### config.mk
export PLATFORM = sky130hd
export DESIGN_NAME = id_ex
export DESIGN_NICKNAME = d
export VERILOG_FILES = /design/src/mips_isa_pkg.sv /design/src/mips_ctrl_pkg.sv /design/src/id_ex.sv
export SDC_FILE = /design/constraint.sdc
export NUM_CORES = 2
export LEC_CHECK = 0
export ABC_AREA = 1
export BUFFER_PORTS_ARGS = -buffer_cell sky130_fd_sc_hd__clkbuf_2
export CORE_ASPECT_RATIO = 1.2
export CORE_MARGIN = 2
export CORE_UTILIZATION = 35
export CTS_BUF_LIST = sky130_fd_sc_hd__clkbuf_8
export DETAILED_ROUTE_END_ITERATION = 8
export PLACE_DENSITY_LB_ADDON = 0.25
export SLEW_MARGIN = 20
export SYNTH_ARGS = -nofsm -noshare
export SYNTH_HDL_FRONTEND = slang
export SYNTH_SLANG_ARGS = --single-unit
### constraint.sdc
create_clock -name clk -period 2 [get_ports clk]
set_input_delay 0.2 -clock clk [delete_from_list [all_inputs] [get_ports clk]]
set_output_delay 0.2 -clock clk [all_outputs]
set_load 0.02 [all_outputs]
### src/mips_isa_pkg.sv
package mips_isa_pkg;

	////////////////////////////////////////
	// instruction word layout
	////////////////////////////////////////

	// field widths
	localparam int op_w     = 6;
	localparam int funct_w  = 6;
	localparam int imm_w    = 16;
	localparam int target_w = 26;

	// lsb of each field inside the 32-bit word
	localparam int op_lsb = 26;
	localparam int rs_lsb = 21;
	localparam int rt_lsb = 16;
	localparam int rd_lsb = 11;

	////////////////////////////////////////
	// encodings
	////////////////////////////////////////

	// primary opcodes, halt sits on the reserved top value
	typedef enum logic [op_w-1:0] {
		op_rtype = 6'h00,
		op_j     = 6'h02,
		op_beq   = 6'h04,
		op_addi  = 6'h08,
		op_lw    = 6'h23,
		op_sw    = 6'h2B,
		op_halt  = 6'h3F
	} opcode_t;

	// r-type function field
	typedef enum logic [funct_w-1:0] {
		fn_add = 6'h20,
		fn_sub = 6'h22,
		fn_and = 6'h24,
		fn_or  = 6'h25,
		fn_slt = 6'h2A
	} funct_t;

endpackage

### src/mips_ctrl_pkg.sv
package mips_ctrl_pkg;

	////////////////////////////////////////
	// datapath shape between stages
	////////////////////////////////////////

	// word width, fixed by the isa
	localparam int data_w = 32;
	// register number width
	localparam int reg_w = 5;

	////////////////////////////////////////
	// alu operation
	////////////////////////////////////////

	// carried id -> ex next to the loose control bits
	//   reg_write   : result goes to the register file
	//   mem_to_reg  : write-back takes the loaded word
	//   mem_read    : lw, also drives load-use detection
	//   mem_write   : sw
	//   branch      : beq, resolved in mem
	//   alu_src_imm : operand b is the sign-extended immediate
	//   reg_dst_rd  : destination is rd, else rt
	typedef enum logic [2:0] {
		alu_add = 3'd0,
		alu_sub = 3'd1,
		alu_and = 3'd2,
		alu_or  = 3'd3,
		alu_slt = 3'd4
	} alu_op_t;

endpackage

### src/id_ex.sv
`timescale 1ns/1ps

module id_ex import mips_isa_pkg::*, mips_ctrl_pkg::*; (
	input  logic              clk,
	input  logic              arst_n,
	input  logic              debug_flag,
	// from IF/ID
	input  logic [data_w-1:0] pc_plus4_d,
	input  logic [data_w-1:0] instruction_d,
	input  logic              halt_d,
	// taken branch in mem
	input  logic              flush,
	// register file write from write-back
	input  logic              wb_reg_write,
	input  logic [reg_w-1:0]  wb_reg,
	input  logic [data_w-1:0] wb_data,
	// debug read
	input  logic [reg_w-1:0]  dbg_reg_addr,
	output logic [data_w-1:0] dbg_reg_data,
	// to fetch
	output logic              stall,
	output logic              jump,
	output logic [data_w-1:0] jump_target,
	// ID/EX register
	output logic [data_w-1:0] pc_plus4_e,
	output logic [data_w-1:0] reg1_e,
	output logic [data_w-1:0] reg2_e,
	output logic [data_w-1:0] imm_e,
	output logic [reg_w-1:0]  rs_e,
	output logic [reg_w-1:0]  rt_e,
	output logic [reg_w-1:0]  rd_e,
	output logic              reg_write_e,
	output logic              mem_to_reg_e,
	output logic              mem_read_e,
	output logic              mem_write_e,
	output logic              branch_e,
	output logic              alu_src_imm_e,
	output logic              reg_dst_rd_e,
	output alu_op_t           alu_op_e,
	output logic              halt_e
);

	opcode_t           opcode;
	funct_t            funct;
	logic [reg_w-1:0]  rs_d;
	logic [reg_w-1:0]  rt_d;
	logic [reg_w-1:0]  rd_d;
	logic [data_w-1:0] imm_d;
	logic [data_w-1:0] reg1_d;
	logic [data_w-1:0] reg2_d;

	// decoded control
	logic    reg_write_d;
	logic    mem_to_reg_d;
	logic    mem_read_d;
	logic    mem_write_d;
	logic    branch_d;
	logic    alu_src_imm_d;
	logic    reg_dst_rd_d;
	alu_op_t alu_op_d;
	logic    uses_rs;
	logic    uses_rt;
	logic    bubble;

	logic [data_w-1:0] regs [2**reg_w];

	////////////////////////////////////////
	// field split
	////////////////////////////////////////

	assign opcode = opcode_t'(instruction_d[op_lsb +: op_w]);
	assign funct  = funct_t'(instruction_d[funct_w-1:0]);
	assign rs_d   = instruction_d[rs_lsb +: reg_w];
	assign rt_d   = instruction_d[rt_lsb +: reg_w];
	assign rd_d   = instruction_d[rd_lsb +: reg_w];
	// sign extend
	assign imm_d  = {{(data_w-imm_w){instruction_d[imm_w-1]}}, instruction_d[imm_w-1:0]};

	// j keeps the upper nibble of pc+4
	assign jump_target = {pc_plus4_d[data_w-1:data_w-4], instruction_d[target_w-1:0], 2'b00};

	////////////////////////////////////////
	// decoder
	////////////////////////////////////////

	always_comb begin
		reg_write_d   = 1'b0;
		mem_to_reg_d  = 1'b0;
		mem_read_d    = 1'b0;
		mem_write_d   = 1'b0;
		branch_d      = 1'b0;
		alu_src_imm_d = 1'b0;
		reg_dst_rd_d  = 1'b0;
		alu_op_d      = alu_add;
		jump          = 1'b0;
		uses_rs       = 1'b0;
		uses_rt       = 1'b0;
		case (opcode)
			op_rtype: begin
				uses_rs      = 1'b1;
				uses_rt      = 1'b1;
				reg_dst_rd_d = 1'b1;
				reg_write_d  = 1'b1;
				case (funct)
					fn_add: alu_op_d = alu_add;
					fn_sub: alu_op_d = alu_sub;
					fn_and: alu_op_d = alu_and;
					fn_or: alu_op_d = alu_or;
					fn_slt: alu_op_d = alu_slt;
					// the all-zero no-op lands here
					default: reg_write_d = 1'b0;
				endcase
			end
			op_addi: begin
				uses_rs       = 1'b1;
				reg_write_d   = 1'b1;
				alu_src_imm_d = 1'b1;
			end
			op_lw: begin
				uses_rs       = 1'b1;
				reg_write_d   = 1'b1;
				mem_to_reg_d  = 1'b1;
				mem_read_d    = 1'b1;
				alu_src_imm_d = 1'b1;
			end
			op_sw: begin
				uses_rs       = 1'b1;
				uses_rt       = 1'b1;
				mem_write_d   = 1'b1;
				alu_src_imm_d = 1'b1;
			end
			op_beq: begin
				uses_rs  = 1'b1;
				uses_rt  = 1'b1;
				branch_d = 1'b1;
				alu_op_d = alu_sub;
			end
			// resolved right here, fetch redirects next edge
			op_j: jump = 1'b1;
			default: ;
		endcase
	end

	////////////////////////////////////////
	// register file
	////////////////////////////////////////

	// write at the edge, $0 never written
	always_ff @(posedge clk) begin
		if (wb_reg_write && (wb_reg != '0))
			regs[wb_reg] <= wb_data;
	end

	// same-cycle write shows through to the reader
	function automatic logic [data_w-1:0] read_reg(input logic [reg_w-1:0] addr);
		if (addr == '0)
			return '0;
		else if (wb_reg_write && (wb_reg == addr))
			return wb_data;
		else
			return regs[addr];
	endfunction

	always_comb begin
		reg1_d       = read_reg(rs_d);
		reg2_d       = read_reg(rt_d);
		dbg_reg_data = read_reg(dbg_reg_addr);
	end

	////////////////////////////////////////
	// load-use hazard
	////////////////////////////////////////

	// lw in ex writes rt, one bubble is enough
	assign stall = mem_read_e && (rt_e != '0) &&
		((uses_rs && (rt_e == rs_d)) || (uses_rt && (rt_e == rt_d)));

	assign bubble = debug_flag | flush | stall;

	////////////////////////////////////////
	// ID/EX register
	////////////////////////////////////////

	// control side, cleared on a bubble
	always_ff @(posedge clk or negedge arst_n) begin
		if (!arst_n) begin
			reg_write_e   <= 1'b0;
			mem_to_reg_e  <= 1'b0;
			mem_read_e    <= 1'b0;
			mem_write_e   <= 1'b0;
			branch_e      <= 1'b0;
			alu_src_imm_e <= 1'b0;
			reg_dst_rd_e  <= 1'b0;
			alu_op_e      <= alu_add;
			halt_e        <= 1'b0;
		end else begin
			reg_write_e   <= reg_write_d & ~bubble;
			mem_to_reg_e  <= mem_to_reg_d & ~bubble;
			mem_read_e    <= mem_read_d & ~bubble;
			mem_write_e   <= mem_write_d & ~bubble;
			branch_e      <= branch_d & ~bubble;
			alu_src_imm_e <= alu_src_imm_d & ~bubble;
			reg_dst_rd_e  <= reg_dst_rd_d & ~bubble;
			alu_op_e      <= bubble ? alu_add : alu_op_d;
			halt_e        <= halt_d & ~bubble;
		end
	end

	// data side
	always_ff @(posedge clk) begin
		pc_plus4_e <= pc_plus4_d;
		reg1_e     <= reg1_d;
		reg2_e     <= reg2_d;
		imm_e      <= imm_d;
		rs_e       <= rs_d;
		rt_e       <= rt_d;
		rd_e       <= rd_d;
	end

endmodule

==> results_dict.tcl <==
set metrics [dict create \
    outcome "complete, but fails checks" \
    violations "negative setup slack" \
    worstSetupPathType "flop to primary output" \
    setup_viol 33 \
    synth-simple-area-share 0.2712 \
    io_pins 332 \
    grt_pass1_wl_mm 429.4 \
    ys_seq_area_frac 0.5004 \
    min_path_type "primary input to flop" \
    p_clk_frac 0.384 \
    p_int_w 0.04301 \
    timing.fmax_mhz 373.2 \
    critPathMostFrequentCell "nand2_1" \
    drt_wl_total_mm 302.1 \
    leakagePower_nw 35.01 \
    num_rows 175 \
    grt_pass1_vias 64247 \
    final_hold_viol_count 0 \
    fin_area_sq_mm 0.08441 \
    first_pass_iters 8 \
    ant_nets 0 \
    reg2regPathDepth 10 \
    cts_root_buffer "clkbuf_8" \
    worst_pin_slew_ps 805.4 \
    crit_path_start_kind "flop" \
    antenna_found_initial 14 \
    cts_tree "yes" \
    drtIter0Drc 9888 \
    yosys_warnings 0 \
    slowest_delay_ps 440 \
    synthTopCellsByCount "nand2_1 (2250), nand3_1 (1414), edfxtp_1 (1024), inv_1 (688), o21ai_0 (610)" \
    grt_max_degree 107 \
    avgViaCountPerCell 5.774 \
    dieWidth_um 402.9 \
    period_minus_slack_ps 2679 \
    p_sw_w 0.01816 \
    io_buffers 329 \
    synth_edf_count 1024 \
    whs_path_depth 6 \
    crit_arrival_ps 2480 \
    synth_top_cell_by_area "edfxtp_1" \
    place.gp.congestion 0.9255 \
    synth_compound_area_frac 0.1355 \
    netSwitchingFraction 0.2969 \
    yosysMostFrequentCell "nand2_1" \
    cts.path.max_buffers 3 \
    peakVddDrop_v 0.0006996 \
    synth.distinct_cells 37 \
    place_area_sq_mm 0.07575 \
    drv_slew 0 \
    netlist_top_cells_area "edfxtp_1 (46%), nand2_1 (13%), nand3_1 (11%)" \
    worstSkewPairLatency_ps 1020 \
    cp.required_ps 1800 \
    cts_buffers 205 \
    ys_seq_elements 1156 \
    crit_slowest_cell "edfxtp_1" \
    hpwl_mm 182.9 \
    synthAdderAreaFrac 0 \
    drc 0 \
    worstPathCellList "o211ai_1 > nand3_1 > nand2_1 > nand2_1 > nand2_1 > nand2_1 > nor2_2 > buf_6 > nor2_2 > clkbuf_8" \
    synth.area.mux_share 0 \
    endpoint_kind "primary output" \
    core_area_sq_mm 0.1896 \
    netlist_instances 8495 \
    power_frac_comb 0.173 \
    timing.final.crit_share 1.340 \
    grt_usage 0.2990 \
    dieArea_sq_mm 0.1945 \
    initial_core_util 0.3524 \
    relSlewSlack 0.4613 \
    clk_pin_slew_ps 70 \
    synth_area_sq_mm 0.06683 \
    routedWlPerCell_um 25.41 \
    synth_top_family_by_area "simple AND/OR/NAND/NOR gates" \
    die_h_um 482.7 \
    grt.overflow.total 0 \
    setup_tns_ps -17380 \
    synth.top_cell.area_share 0.4601 \
    layout_setup_ws_ps -679.3 \
    num_vias 68658 \
    synthFlopType "edfxtp_1" \
    power_per_cell_area_mw_per_mm2 724.5 \
    rsz0062_at_grt "true" \
    finalNetCount 9349 \
    clock-sinks 1156 \
    synthArstFlopShare 0.008651 \
    p_seq_frac 0.443 \
    clock_skew_ps 68.52 \
    htree_levels 4 \
    synth_xor_area_frac 0.001573 \
    cp_max_fo 3 \
    syn_avg_cell_area_sq_um 7.867 \
    layout-drive-gt1-share 0.1847 \
    maxCapViolations 0 \
    area_growth_pct 26.32 \
]
-- flip-flops by register name (all words and copies together) (netlist names) --
register	flops
rs_e	5
reg_write_e	1
halt_e	1
reg1_e	32
imm_e	12
rd_e	4
pc_plus4_e	32
alu_src_imm_e	1
rt_e	5
reg_dst_rd_e	1
branch_e	1
mem_read_e	1
regs	1024
mem_write_e	1
reg2_e	32
alu_op_e	3
-- path summary, 6_finish.rpt --
kind,endpoint,start,slack [ps]
min in group asynchronous,mem_write_e,arst_n,250
worst max register to register,halt_e,rt_e[1],90
worst max-delay path,dbg_reg_data[9],regs[26][9],-680
worst min-delay path,reg1_e[19],instruction_d[24],8
max in group asynchronous,halt_e,arst_n,1420
worst min register to register,reg2_e[14],regs[18][14],860
-- kinds of logic (layout without fill, tap and decap cells) --
logic type,Yosys count,after routing
and+or+nand+nor,4291,4291
AOI/OAI and AO/OA,1615,1615
DFF,1156,1156
xor gates and xnor gates,12,12
other,1,38
buffers and inverters,1420,2300
-- per-stage QoR --
step                      instances  setup WS [ps]    util  total power (W)  hold WS (ps)
after floorplan                8528         -441.7       -          0.03269        -95.59
after global placement        11176         -294.0  0.3995          0.03704         79.13
after detailed placement      11176         -260.4  0.3995          0.03711         78.01
after CTS                     11819         -751.6  0.4387          0.06106         11.22
after global routing          11887         -792.5  0.4451          0.06313         10.68
final                         11890         -679.3  0.4452          0.06116         8.219
-- repair_timing --
item / in CTS / in global routing
gates resized for setup: 231 / 233
hold endpoints to repair: 1285 / 7
pin swaps: 136 / 158
setup buffers: 100 / 68
endpoints found under the setup margin: 52 / 43
hold buffers: 166 / 7
-- metal layers --
metal | vias up | GRT usage | wire [um]
met2 | 4799 | 0.4564 | 129500
li1 | 30309 | - | -
met4 | 12 | 0.1804 | 20490
met5 | - | 0 | 82
met3 | 1121 | 0.07133 | 35970
met1 | 32417 | 0.3849 | 116100
-- cell usage in the layout (no fill, tap or decap), types with 230 or more instances in the layout --
master / netlist / routed
nor2_1: 533 / 486
clkbuf_8: 2 / 230
o21ai_0: 610 / 577
clkbuf_2: 1 / 281
nand2_1: 2250 / 2206
edfxtp_1: 1024 / 1024
inv_1: 688 / 702
buf_4: 69 / 503
o211ai_1: 373 / 373
nand3_1: 1414 / 1277
a21oi_1: 494 / 472
buf_12: 0 / 232
-- worst max-delay path: cells and delay by family (launching register included) --
family          cells  cell delay (ps)
flops               1              440
buf+inv             2              290
compound gates      1              220
simple gates        7              550
-- power groups by stage --
stage	Clock (W)	Combinational, W	Sequential (W)
2_1_floorplan	0	0.00486	0.0278
3_3_place_gp	0	0.00948	0.0276
3_5_place_dp	0	0.00954	0.0276
4_1_cts	0.0239	0.0101	0.0271
5_1_grt	0.0248	0.0112	0.0271
6_report	0.0235	0.0106	0.0271
-- layout make-up --
class	count	area, sq um
Clock inverter	157	1209
Timing Repair Buffer	1223	12020
Tap cell	2478	3100
Fill cell	18430	105200
Inverter	699	2671
Multi-Input combinational cell	5952	28900
Clock buffer	221	3042
Sequential cell	1156	33460
Antenna cell	4	10.01
No activity file was read; power rests on OpenSTA's default activity.
