## src/mips_ctrl_pkg.sv

```systemverilog
package mips_ctrl_pkg;

	////////////////////////////////////////
	// datapath shape between stages
	////////////////////////////////////////

	// word width, fixed by the isa
	localparam int data_w = 32;
	// register number width
	localparam int reg_w = 5;

	////////////////////////////////////////
	// alu operation
	////////////////////////////////////////

	// carried id -> ex next to the loose control bits
	//   reg_write   : result goes to the register file
	//   mem_to_reg  : write-back takes the loaded word
	//   mem_read    : lw, also drives load-use detection
	//   mem_write   : sw
	//   branch      : beq, resolved in mem
	//   alu_src_imm : operand b is the sign-extended immediate
	//   reg_dst_rd  : destination is rd, else rt
	typedef enum logic [2:0] {
		alu_add = 3'd0,
		alu_sub = 3'd1,
		alu_and = 3'd2,
		alu_or  = 3'd3,
		alu_slt = 3'd4
	} alu_op_t;

endpackage

```

## src/ex_mem.sv

```systemverilog
`timescale 1ns/1ps

module ex_mem import mips_ctrl_pkg::*; (
	input  logic              clk,
	input  logic              arst_n,
	input  logic              debug_flag,
	input  logic              flush,
	// ID/EX register
	input  logic [data_w-1:0] pc_plus4_e,
	input  logic [data_w-1:0] reg1_e,
	input  logic [data_w-1:0] reg2_e,
	input  logic [data_w-1:0] imm_e,
	input  logic [reg_w-1:0]  rs_e,
	input  logic [reg_w-1:0]  rt_e,
	input  logic [reg_w-1:0]  rd_e,
	input  logic              reg_write_e,
	input  logic              mem_to_reg_e,
	input  logic              mem_read_e,
	input  logic              mem_write_e,
	input  logic              branch_e,
	input  logic              alu_src_imm_e,
	input  logic              reg_dst_rd_e,
	input  alu_op_t           alu_op_e,
	input  logic              halt_e,
	// write-back, second forwarding source
	input  logic              wb_reg_write,
	input  logic [reg_w-1:0]  wb_reg,
	input  logic [data_w-1:0] wb_data,
	// EX/MEM register
	output logic [data_w-1:0] alu_m,
	output logic [data_w-1:0] store_data_m,
	output logic [reg_w-1:0]  write_reg_m,
	output logic [data_w-1:0] branch_target_m,
	output logic              zero_m,
	output logic              mem_read_m,
	output logic              mem_write_m,
	output logic              branch_m,
	output logic              reg_write_m,
	output logic              mem_to_reg_m,
	output logic              halt_m
);

	logic [data_w-1:0] op_a;
	logic [data_w-1:0] fwd_b;
	logic [data_w-1:0] op_b;
	logic [data_w-1:0] alu_res;
	logic [reg_w-1:0]  write_reg;
	logic              kill;

	////////////////////////////////////////
	// forwarding
	////////////////////////////////////////

	// younger result in EX/MEM wins over write-back
	function automatic logic [data_w-1:0] fwd(
		input logic [reg_w-1:0]  src,
		input logic [data_w-1:0] id_val
	);
		if (reg_write_m && (write_reg_m != '0) && (write_reg_m == src))
			return alu_m;
		else if (wb_reg_write && (wb_reg != '0) && (wb_reg == src))
			return wb_data;
		else
			return id_val;
	endfunction

	always_comb begin
		op_a  = fwd(rs_e, reg1_e);
		fwd_b = fwd(rt_e, reg2_e);
		op_b  = alu_src_imm_e ? imm_e : fwd_b;
	end

	////////////////////////////////////////
	// alu
	////////////////////////////////////////

	always_comb begin
		case (alu_op_e)
			alu_add: alu_res = op_a + op_b;
			alu_sub: alu_res = op_a - op_b;
			alu_and: alu_res = op_a & op_b;
			alu_or: alu_res = op_a | op_b;
			alu_slt: alu_res = {{(data_w-1){1'b0}}, $signed(op_a) < $signed(op_b)};
			default: alu_res = op_a + op_b;
		endcase
	end

	// rd for r-type, rt for addi and lw
	assign write_reg = reg_dst_rd_e ? rd_e : rt_e;
	assign kill      = debug_flag | flush;

	////////////////////////////////////////
	// EX/MEM register
	////////////////////////////////////////

	always_ff @(posedge clk or negedge arst_n) begin
		if (!arst_n) begin
			mem_read_m   <= 1'b0;
			mem_write_m  <= 1'b0;
			branch_m     <= 1'b0;
			reg_write_m  <= 1'b0;
			mem_to_reg_m <= 1'b0;
			halt_m       <= 1'b0;
		end else begin
			mem_read_m   <= mem_read_e & ~kill;
			mem_write_m  <= mem_write_e & ~kill;
			branch_m     <= branch_e & ~kill;
			reg_write_m  <= reg_write_e & ~kill;
			mem_to_reg_m <= mem_to_reg_e & ~kill;
			halt_m       <= halt_e & ~kill;
		end
	end

	// beq target is pc+4 plus the word offset
	always_ff @(posedge clk) begin
		alu_m           <= alu_res;
		store_data_m    <= fwd_b;
		write_reg_m     <= write_reg;
		branch_target_m <= pc_plus4_e + {imm_e[data_w-3:0], 2'b00};
		zero_m          <= (alu_res == '0);
	end

endmodule

```

## config.mk

```make
export PLATFORM = sky130hd
export DESIGN_NAME = ex_mem
export DESIGN_NICKNAME = d
export VERILOG_FILES = /design/src/mips_ctrl_pkg.sv /design/src/ex_mem.sv
export SDC_FILE = /design/constraint.sdc
export NUM_CORES = 1
export LEC_CHECK = 0
export BUFFER_PORTS_ARGS = -buffer_cell sky130_fd_sc_hd__buf_4
export CORE_MARGIN = 5
export CORE_UTILIZATION = 40
export CTS_CLUSTER_DIAMETER = 60
export DETAILED_ROUTE_END_ITERATION = 10
export SLEW_MARGIN = 15
export SYNTH_ARGS = -nofsm -noshare
export SYNTH_HDL_FRONTEND = slang
export SYNTH_SLANG_ARGS = --single-unit
```

## constraint.sdc

```tcl
create_clock -name clk -period 9.2 [get_ports clk]
set_input_delay 1.84 -clock clk [delete_from_list [all_inputs] [get_ports clk]]
set_output_delay 1.84 -clock clk [all_outputs]
set_load 0.02 [all_outputs]
```

==> results of run 1 <==
synth_stat cells, types with 13 or more instances:
cell	n	area share (%)
o211ai_1	18	1.3
nand2_1	128	4.6
a21o_1	28	2.0
o21bai_1	20	1.4
a21oi_1	95	4.5
clkbuf_1	57	2.0
o21a_1	16	1.1
nor3_1	28	1.3
o21ai_0	129	6.1
xnor2_1	45	3.7
nand3_1	26	1.2
mux2i_1	72	6.8
dfxtp_1	102	19
mux2_2	37	3.9
nand2b_1	16	0.95
ha_1	125	15
o22ai_1	18	1.1
nor4_1	13	0.77
o31ai_1	14	1.0
nor2_1	90	3.2
inv_1	108	3.8
metrics by stage:
step | instances | setup slack [ns] | utilization, % | hold slack, ns | instance area [sq um]
after floorplan | 1362 | 1.968 | - | 0.5750 | 10550
after global placement | 1945 | 1.498 | 50.44 | 0.5024 | 13110
after detailed placement | 1945 | 1.336 | 50.44 | 0.5143 | 13110
after CTS | 1961 | 1.697 | 51.60 | 0.5226 | 13410
after global routing | 1961 | 1.123 | 51.60 | 0.5475 | 13410
final | 1961 | 1.642 | 51.60 | 0.5220 | 13410
worst max path at each step:
| stage | from | endpoint | slack, ns | cells past startpoint |
|---|---|---|---|---|
| final | wb_reg[1] | zero_m$_DFF_P_ | 1.64 | 21 |
| after global routing | wb_reg[1] | zero_m$_DFF_P_ | 1.12 | 21 |
| after CTS | wb_reg[1] | zero_m$_DFF_P_ | 1.70 | 21 |
| after detailed placement | wb_reg[1] | zero_m$_DFF_P_ | 1.34 | 21 |
| after global placement | wb_reg[1] | zero_m$_DFF_P_ | 1.50 | 21 |
| after floorplan | wb_reg[4] | zero_m$_DFF_P_ | 1.97 | 19 |
cells in the final DEF, fill, tap and decap left out, types with 14 or more instances in the layout:
| cell type | instances |
|---|---|
| buf_4 | 313 |
| o21ai_0 | 129 |
| nand2_1 | 128 |
| ha_1 | 125 |
| inv_1 | 108 |
| dfxtp_1 | 102 |
| a21oi_1 | 95 |
| nor2_1 | 90 |
| mux2i_1 | 72 |
| xnor2_1 | 44 |
| mux2_2 | 37 |
| a21o_1 | 28 |
| nor3_1 | 28 |
| nand3_1 | 26 |
| o21bai_1 | 20 |
| o211ai_1 | 18 |
| o22ai_1 | 18 |
| o21a_1 | 16 |
| nand2b_1 | 16 |
| o31ai_1 | 14 |
registers in the layout, indices dropped and copies added, names as in the netlist:
register and count:
write_reg_m 5, mem_to_reg_m 1, branch_target_m 32, mem_read_m 1, mem_write_m 1, halt_m 1
alu_m 32, branch_m 1, zero_m 1, store_data_m 32, reg_write_m 1
routing by layer:
layer  track usage [%]  wire, um  vias up
li1                  -         -     5412
met1             37.87     18920     5312
met2             46.58     20180      471
met3             4.390      3366       61
met4             5.263       816        0
met5                 0         0        -
worst max-delay path, delay by kind of cell:
family | cells | cell delay [ns]
AO/OA/AOI/OAI | 8 | 1.87
adder cells (fa/ha/maj) | 1 | 0.46
buffers and inverters | 2 | 0.46
multiplexers | 2 | 0.53
AND/OR/NAND/NOR | 8 | 2.66
final cells by class:
| class | count | area, sq um | area share [%] |
|---|---|---|---|
| clock buffers | 10 | 239.0 | 1.782 |
| clock inverters | 6 | 62.56 | 0.4665 |
| inverters | 110 | 412.9 | 3.079 |
| multi-input cells | 1079 | 7734 | 57.67 |
| flip-flops and latches | 108 | 2192 | 16.35 |
| well taps | 335 | 419.2 | 3.126 |
| repair buffers | 313 | 2350 | 17.52 |
cells by family (layout without fill, tap and decap cells):
kind of cell / Yosys count / in the layout / synth area share [%]
compound gates: 433 / 433 / 26.55
xor+xnor: 58 / 58 / 4.886
fa+ha+maj: 128 / 128 / 15.39
buf+inv: 175 / 439 / 6.344
flops: 108 / 108 / 20.78
mux: 109 / 109 / 10.78
simple gates: 351 / 351 / 15.27
report_power, final:
part	internal (uW)	switching (uW)
clock	201	226
sequential	545	49.0
combinational	386	562
total	1130	836
==> flow_summary.ini, run 1 <==
[run_status]
status = finished clean

[sta]
max_slew_margin_pct = 38.63
period_needed_ns = 7.558
max_freq_mhz = 132.3
finalSetupTns_ns = 0
rsz0062_at_grt = false
hold_violations = 0
fin_worst_skew_ns = 0.01802
finalSetupViolCount = 0
worst_slew_pin_slew_ns = 0.9109
period_share_pct = 82.16
drv_slew = 0

[drt]
vias = 11260
routedWlPerCell_um = 22.07
firstDrtPassIters = 5
drtAntennaViolNets = 0
route.detailed.drc = 0
drt_iter0_markers = 1030
vias_per_cell = 5.740
totalWireLength_um = 43290

[die]
initial_utilization_pct = 40.61
rows = 59
dieArea_sq_mm = 0.02973
boundaryPins = 304
die_h_um = 172.4
die_x_um = 172.4
core_sq_mm = 0.02598

[power_and_ir_drop]
peakVddDrop_v = 0.0001162
power_uw = 1968
power.density_mw_per_mm2 = 146.7
leakage_uw = 0.006057

[worst_hold_path]
worstHoldPathType = flop to flop
min_path_cells = 2
worstHoldStart = alu_m[28]$_DFF_P_
hold-path-endpoint = store_data_m[28]$_DFF_P_

[critical_path]
r2r_end = zero_m$_DFF_P_
path_max_fanout = 32
worst-r2r-setup-slack_ns = 3.09
crit_type = input port to flop
cp_slowest_stage_delay_ns = 0.56
cp-end-kind = flop
required_ns = 9.49
startpoint_type = input port
r2r_start = write_reg_m[1]$_DFF_P_
reg2regPathDepth = 20
critPathArrivalTime_ns = 7.85
cp_slowest_cell = or4_1
crit_chain = buf_4, or4_1, o21ai_0, nor4_2, buf_4, mux2i_1, o21ai_0, mux2_2, ha_1, o21bai_1, o211a_1, o311a_1, nor4_1, a21oi_1, a221oi_1, o22ai_1, or4_1, or4_1, nor3_1, nand4b_1, nor4_2
crit_top_cell = or4_1

[logic_synthesis]
ys_seq_elements = 108
postSynthAreaPerCell_sq_um = 7.747
ys_seq_area_share_pct = 20.78
synthFlopType = dfxtp_1
synth_cell_type_count = 74
synthCells = 1362
syn_nets = 1686
yosys_warnings = 0
synth.cell_area_sq_mm = 0.01055
synth_edf_count = 0
synth-async-reset-ratio_pct = 5.556

[placement]
place.gp.congestion = 0.9353
dp_hpwl_um = 34880
io_buffers = 303

[clocking]
clk-insertion-delay-late_ns = 0.37
post-cts-setup-buffer-count = 0
cts_resized = 0
cts_buffer_depth = 2
cts_root_buf = clkbuf_16
postCtsHoldBufs = 0
clock_sinks = 108
cts_inserted_buffers = 9
clkTransAtPathRegs_ns = 0.10
cts.htree.levels = 3
cts_tree = done

[global_route]
grt_pass1_vias = 10840
grt_max_degree = 65
antenna_found_initial = 1
grt_pass1_wl_um = 64320
grt_overflow = 0
grtUsageTotal_pct = 27.72

[layout]
nFillCells = 2634
layout.nets = 1945
antenna_cells = 0
drive_gt1_share_pct = 24.11
synthToLayoutAreaGrowth_pct = 27.08

[run]
drv_cap = 0
(Power assumes the default switching activity.)
==> inputs of run 2 (changes only) <==
Settings changed: ABC_AREA from default to 1.
Clock period 9.2 ns to 7.1 ns, I/O delays scaled along.
==> flow_summary.ini, run 2 <==
[run_status]
status = finished clean

[layout]
top_regs = alu_m (32), branch_target_m (32), store_data_m (32)
multiInputGateArea_sq_mm = 0.008603
layout_common_cells = 517 x nand2_1, 351 x inv_1, 314 x buf_4
final_util_pct = 49.92
final_common_cell = nand2_1
layout.nets = 2678
synthToLayoutAreaGrowth_pct = 22.73
fin_area_sq_mm = 0.01535
regArea_sq_mm = 0.002192
nFillCells = 3298
drive_gt1_share_pct = 21.03
layout.cells.non_filler = 2757

[power_and_ir_drop]
pwr-share-comb_pct = 51.7
power_uw = 2780
seqPwrFrac_pct = 28.2
p_sw_uw = 1282
leakage_uw = 0.008542
clockPowerShare_pct = 20.0
internal_power_uw = 1498
peakVddDrop_v = 0.0001269
power.density_mw_per_mm2 = 181.1
switching_share_pct = 46.12

[global_route]
antenna_found_initial = 2
grt_max_degree = 50
grt_pass1_vias = 13480
grt_overflow = 0
grt_pass1_wl_um = 83730
grtUsageTotal_pct = 30.88

[critical_path]
startpoint_type = input port
path_max_fanout = 26
required_ns = 7.42
crit_type = input port to flop
critPathArrivalTime_ns = 5.85
cp-end-kind = flop

[die]
boundaryPins = 304
die_h_um = 186.8
dieArea_sq_mm = 0.03490
die_x_um = 186.8
initial_utilization_pct = 40.67
rows = 64
core_sq_mm = 0.03075

[logic_synthesis]
synthFlopType = dfxtp_1
ys_seq_elements = 108
yosysTopAreaCellShare_pct = 16.33
yosys_warnings = 0
postSynthAreaPerCell_sq_um = 5.964
syn_nets = 2421
synth_most_common_cell = nand2_1
synthCells = 2097
synth_edf_count = 0
ys_seq_area_share_pct = 17.53
yosys.area.top_type = dfxtp_1
synth_common_cells = 517 x nand2_1, 351 x inv_1, 231 x nor2_1, 133 x nand3_1, 126 x o21ai_0
synth-async-reset-ratio_pct = 5.556
synth.cell_area_sq_mm = 0.01251
netlist_top_cells_area = dfxtp_1 16%, nand2_1 16%, ha_1 13%
synth_cell_type_count = 53

[placement]
place_inst = 2739
place.gp.congestion = 1.023
dp_hpwl_um = 48430
placed_area_sq_mm = 0.01503
io_buffers = 303

[clocking]
cts_inserted_buffers = 9
cts_root_buf = clkbuf_16
clk-insertion-delay-late_ns = 0.37
cts_buffer_depth = 2
clock_sinks = 108
cts_tree = done
postCtsHoldBufs = 0
cts.htree.levels = 3
cts_resized = 0
post-cts-setup-buffer-count = 0
clkTransAtPathRegs_ns = 0.09

[sta]
finalSetupTns_ns = 0
period_share_pct = 77.97
fin_worst_skew_ns = 0.01164
period_needed_ns = 5.536
hold_violations = 0
max_slew_margin_pct = 29.41
rsz0062_at_grt = false
drv_slew = 0
finalSetupViolCount = 0
max_freq_mhz = 180.6
worst_slew_pin_slew_ns = 1.058

[run]
drv_cap = 0

[drt]
firstDrtPassIters = 6
drtAntennaViolNets = 0
vias = 14400
totalWireLength_um = 56680
drt_iter0_markers = 1427
vias_per_cell = 5.221
routedWlPerCell_um = 20.56
route.detailed.drc = 0

[worst_hold_path]
worstHoldPathType = flop to flop
==> run 2: final timing paths <==
kind | start | end | slack (ns) | cells after the start
worst max-delay path | rt_e[1] | zero_m$_DFF_P_ | 1.56 | 23
worst min-delay path | alu_m[3]$_DFF_P_ | store_data_m[3]$_DFF_P_ | 0.54 | 2
worst max register to register | write_reg_m[0]$_DFF_P_ | zero_m$_DFF_P_ | 2.23 | 23
worst min register to register | alu_m[3]$_DFF_P_ | store_data_m[3]$_DFF_P_ | 0.54 | 2
max in group asynchronous | arst_n | mem_write_m$_DFF_PN0_ | 6.15 | 1
min in group asynchronous | arst_n | mem_read_m$_DFF_PN0_ | 0.84 | 1
==> run 2: routing by layer <==
layer	global-route usage [%]	routed length, um	vias up
li1	-	-	7068
met1	44.29	26230	6633
met2	48.88	24910	650
met3	6.028	4761	44
met4	5.347	779	0
met5	0	0	-
==> run 2: worst max-delay path: stages <==
cell and delay [ns]:
buf_4 0.13, xor2_1 0.16, nor4_4 0.34, nand2_2 0.47, nand2_1 0.25, o21ai_1 0.09
o21ai_0 0.50, inv_1 0.11, ha_1 0.47, nand2_1 0.16, nor2_1 0.20, inv_1 0.09
nor3_1 0.24, nand3_1 0.17, nand3_1 0.11, nand2_1 0.05, nand3_1 0.16, nand3_1 0.20
nor2_1 0.17, nand2_1 0.07, nor2_1 0.10, nand2_1 0.08, nor2_1 0.08
==> run 2: logic make-up (layout without fill, tap and decap cells) <==
group	Yosys count	count (layout)	synth area share, %
xor gates and xnor gates	59	59	4.132
and+or+nand+nor	1022	1022	34.92
adders and majority gates	128	128	12.99
DFF	108	108	17.53
other	0	2	0
AOI/OAI and AO/OA	342	342	16.24
muxes	5	5	0.4501
buffers and inverters	433	695	13.75
==> run 2: cell type report <==
| class | count | share of cell area, % |
|---|---|---|
| tap | 396 | 3.228 |
| multi-input combinational | 1556 | 56.05 |
| clock inverter | 6 | 0.4646 |
| timing repair buffer | 315 | 15.49 |
| inverter | 364 | 8.901 |
| sequential | 108 | 14.28 |
| antenna | 2 | 0.03261 |
| clock buffer | 10 | 1.557 |
==> run 2: power groups by stage <==
stage          logic [uW]  clock network, uW  registers (uW)
2_1_floorplan         733                  0             889
3_3_place_gp         1410                  0             797
3_5_place_dp         1410                  0             796
4_1_cts              1410                562             782
5_1_grt              1560                580             792
6_report             1440                557             785
==> run 2: metrics by stage <==
| step | setup WS, ns | hold WS (ns) |
|---|---|---|
| 6_report | 1.564 | 0.5426 |
| 5_1_grt | 1.123 | 0.5598 |
| 3_5_place_dp | 1.221 | 0.5307 |
| 3_3_place_gp | 1.280 | 0.5299 |
| 4_1_cts | 1.598 | 0.5404 |
| 2_1_floorplan | 2.535 | 0.5702 |
==> inputs of run 3 (changes only) <==
Settings changed: ABC_AREA 1 to 0.
Clock period 7.1 ns to 5.1 ns, I/O delays scaled along.
==> flow_summary.ini, run 3 (synthesized netlist as in run 1, its figures left out) <==
[placement]
io_buffers = 303
place.gp.congestion = 0.9584
dp_hpwl_um = 39450
dpl_worst_slack_ns = -1.384

[layout]
nFillCells = 2386
layout.nets = 2285
multiInputGateArea_sq_mm = 0.008534
layout_common_cells = 640 x buf_4, 125 x nand2_1, 106 x inv_1
regArea_sq_mm = 0.002192
drive_gt1_share_pct = 42.60
antenna_cells = 0
top_regs = alu_m (32), branch_target_m (32), store_data_m (32)
final_util_pct = 64.87
final_common_cell = buf_4
synthToLayoutAreaGrowth_pct = 59.75

[sta]
period_share_pct = 115.6
worst_slew_pin_slew_ns = 0.6621
max_freq_mhz = 169.6
rsz0062_at_grt = true
drv_slew = 0
hold_slack_ns = 0.4443
fin_worst_skew_ns = 0.01101
period_needed_ns = 5.896
hold_violations = 0
setup_slack_ns = -0.7958
finalSetupTns_ns = -2.579
finalSetupViolCount = 11
max_slew_margin_pct = 55.39

[die]
rows = 59
initial_utilization_pct = 40.61
die_h_um = 172.4
dieArea_sq_mm = 0.02973
die_x_um = 172.4
core_sq_mm = 0.02598
boundaryPins = 304

[worst_hold_path]
worstHoldPathType = input port to asynchronous set/reset pin

[power_and_ir_drop]
leakage_uw = 0.007927
power_uw = 4137
peakVddDrop_v = 0.0001677
power.density_mw_per_mm2 = 245.4

[critical_path]
required_ns = 5.37
startpoint_type = input port
crit_type = input port to flop
critPathArrivalTime_ns = 6.17
cp-end-kind = flop
path_max_fanout = 4

[drt]
vias = 12610
route.detailed.drc = 0
vias_per_cell = 5.483
totalWireLength_um = 47560
routedWlPerCell_um = 20.68
drtAntennaViolNets = 0
firstDrtPassIters = 5
drt_iter0_markers = 942

[clocking]
cts_tree = done
clk-insertion-delay-late_ns = 0.37
clock_sinks = 108
clkTransAtPathRegs_ns = 0.08
cts_buffer_depth = 2
cts_root_buf = clkbuf_16
cts.htree.levels = 3
cts_inserted_buffers = 9

[run_status]
status = complete, but fails checks
violations = negative setup slack

[global_route]
antenna_found_initial = 1
grt_pass1_wl_um = 70280
grt_pass1_vias = 12280
grtUsageTotal_pct = 30.44
grt_overflow = 0
grt_max_degree = 31

[run]
drv_cap = 0
run 3: worst max-delay path: stages:
cell,delay [ns]
buf_4,0.11
or4_4,0.54
o21ai_4,0.18
buf_4,0.15
nor4_4,0.05
buf_4,0.17
mux2i_1,0.13
o21ai_2,0.25
inv_2,0.09
fa_2,0.57
mux2_2,0.14
a21oi_1,0.06
o221a_2,0.28
or3_1,0.31
or3_4,0.35
or4_1,0.40
or4_4,0.49
or4_4,0.50
nor3_2,0.11
nand4b_1,0.12
nor4_2,0.15
run 3: area by class of cell:
type	instances	share of cell area, %
multi-input combinational	1079	50.63
timing repair buffer	653	29.68
sequential	108	13.00
tap	335	2.487
inverter	110	2.450
clock buffer	10	1.485
clock inverter	5	0.2598
run 3: where the power goes:
| group | total [uW] | internal [uW] | switching [uW] |
|---|---|---|---|
| clock network | 728 | 365 | 363 |
| logic | 2340 | 1130 | 1210 |
| registers | 1070 | 983 | 87.3 |
run 3: metal layers:
metal | track usage [%] | routed length (um) | vias to the layer above
met5 | 0 | 0 | -
met4 | 8.852 | 1230 | 0
met3 | 3.475 | 3227 | 64
met2 | 51.56 | 22360 | 443
met1 | 40.82 | 20740 | 6002
li1 | - | - | 6103
run 3: path summary, 6_finish.rpt:
check | from | end | slack, ns | cells after the start
max reg2reg | write_reg_m[1]$_DFF_P_ | zero_m$_DFF_P_ | -0.44 | 29
max | wb_reg[1] | zero_m$_DFF_P_ | -0.80 | 21
min reg2reg | alu_m[0]$_DFF_P_ | store_data_m[0]$_DFF_P_ | 0.50 | 2
min in group clk | alu_m[0]$_DFF_P_ | store_data_m[0]$_DFF_P_ | 0.50 | 2
min | arst_n | branch_m$_DFF_PN0_ | 0.44 | 1
max in group asynchronous | arst_n | halt_m$_DFF_PN0_ | 4.54 | 1
run 3: repair_timing:
item / in CTS / in global routing
buffers inserted: 18 / 3
pin swaps: 25 / 16
hold buffers: 0 / 0
endpoints found under the setup margin: 16 / 17
resized for setup: 136 / 35
run 3: stage by stage:
stage / std cells / area [sq um]
2_1_floorplan: 1362 / 10670
3_3_place_gp: 2264 / 15640
3_5_place_dp: 2264 / 15640
4_1_cts: 2297 / 16700
5_1_grt: 2300 / 16860
6_report: 2300 / 16860
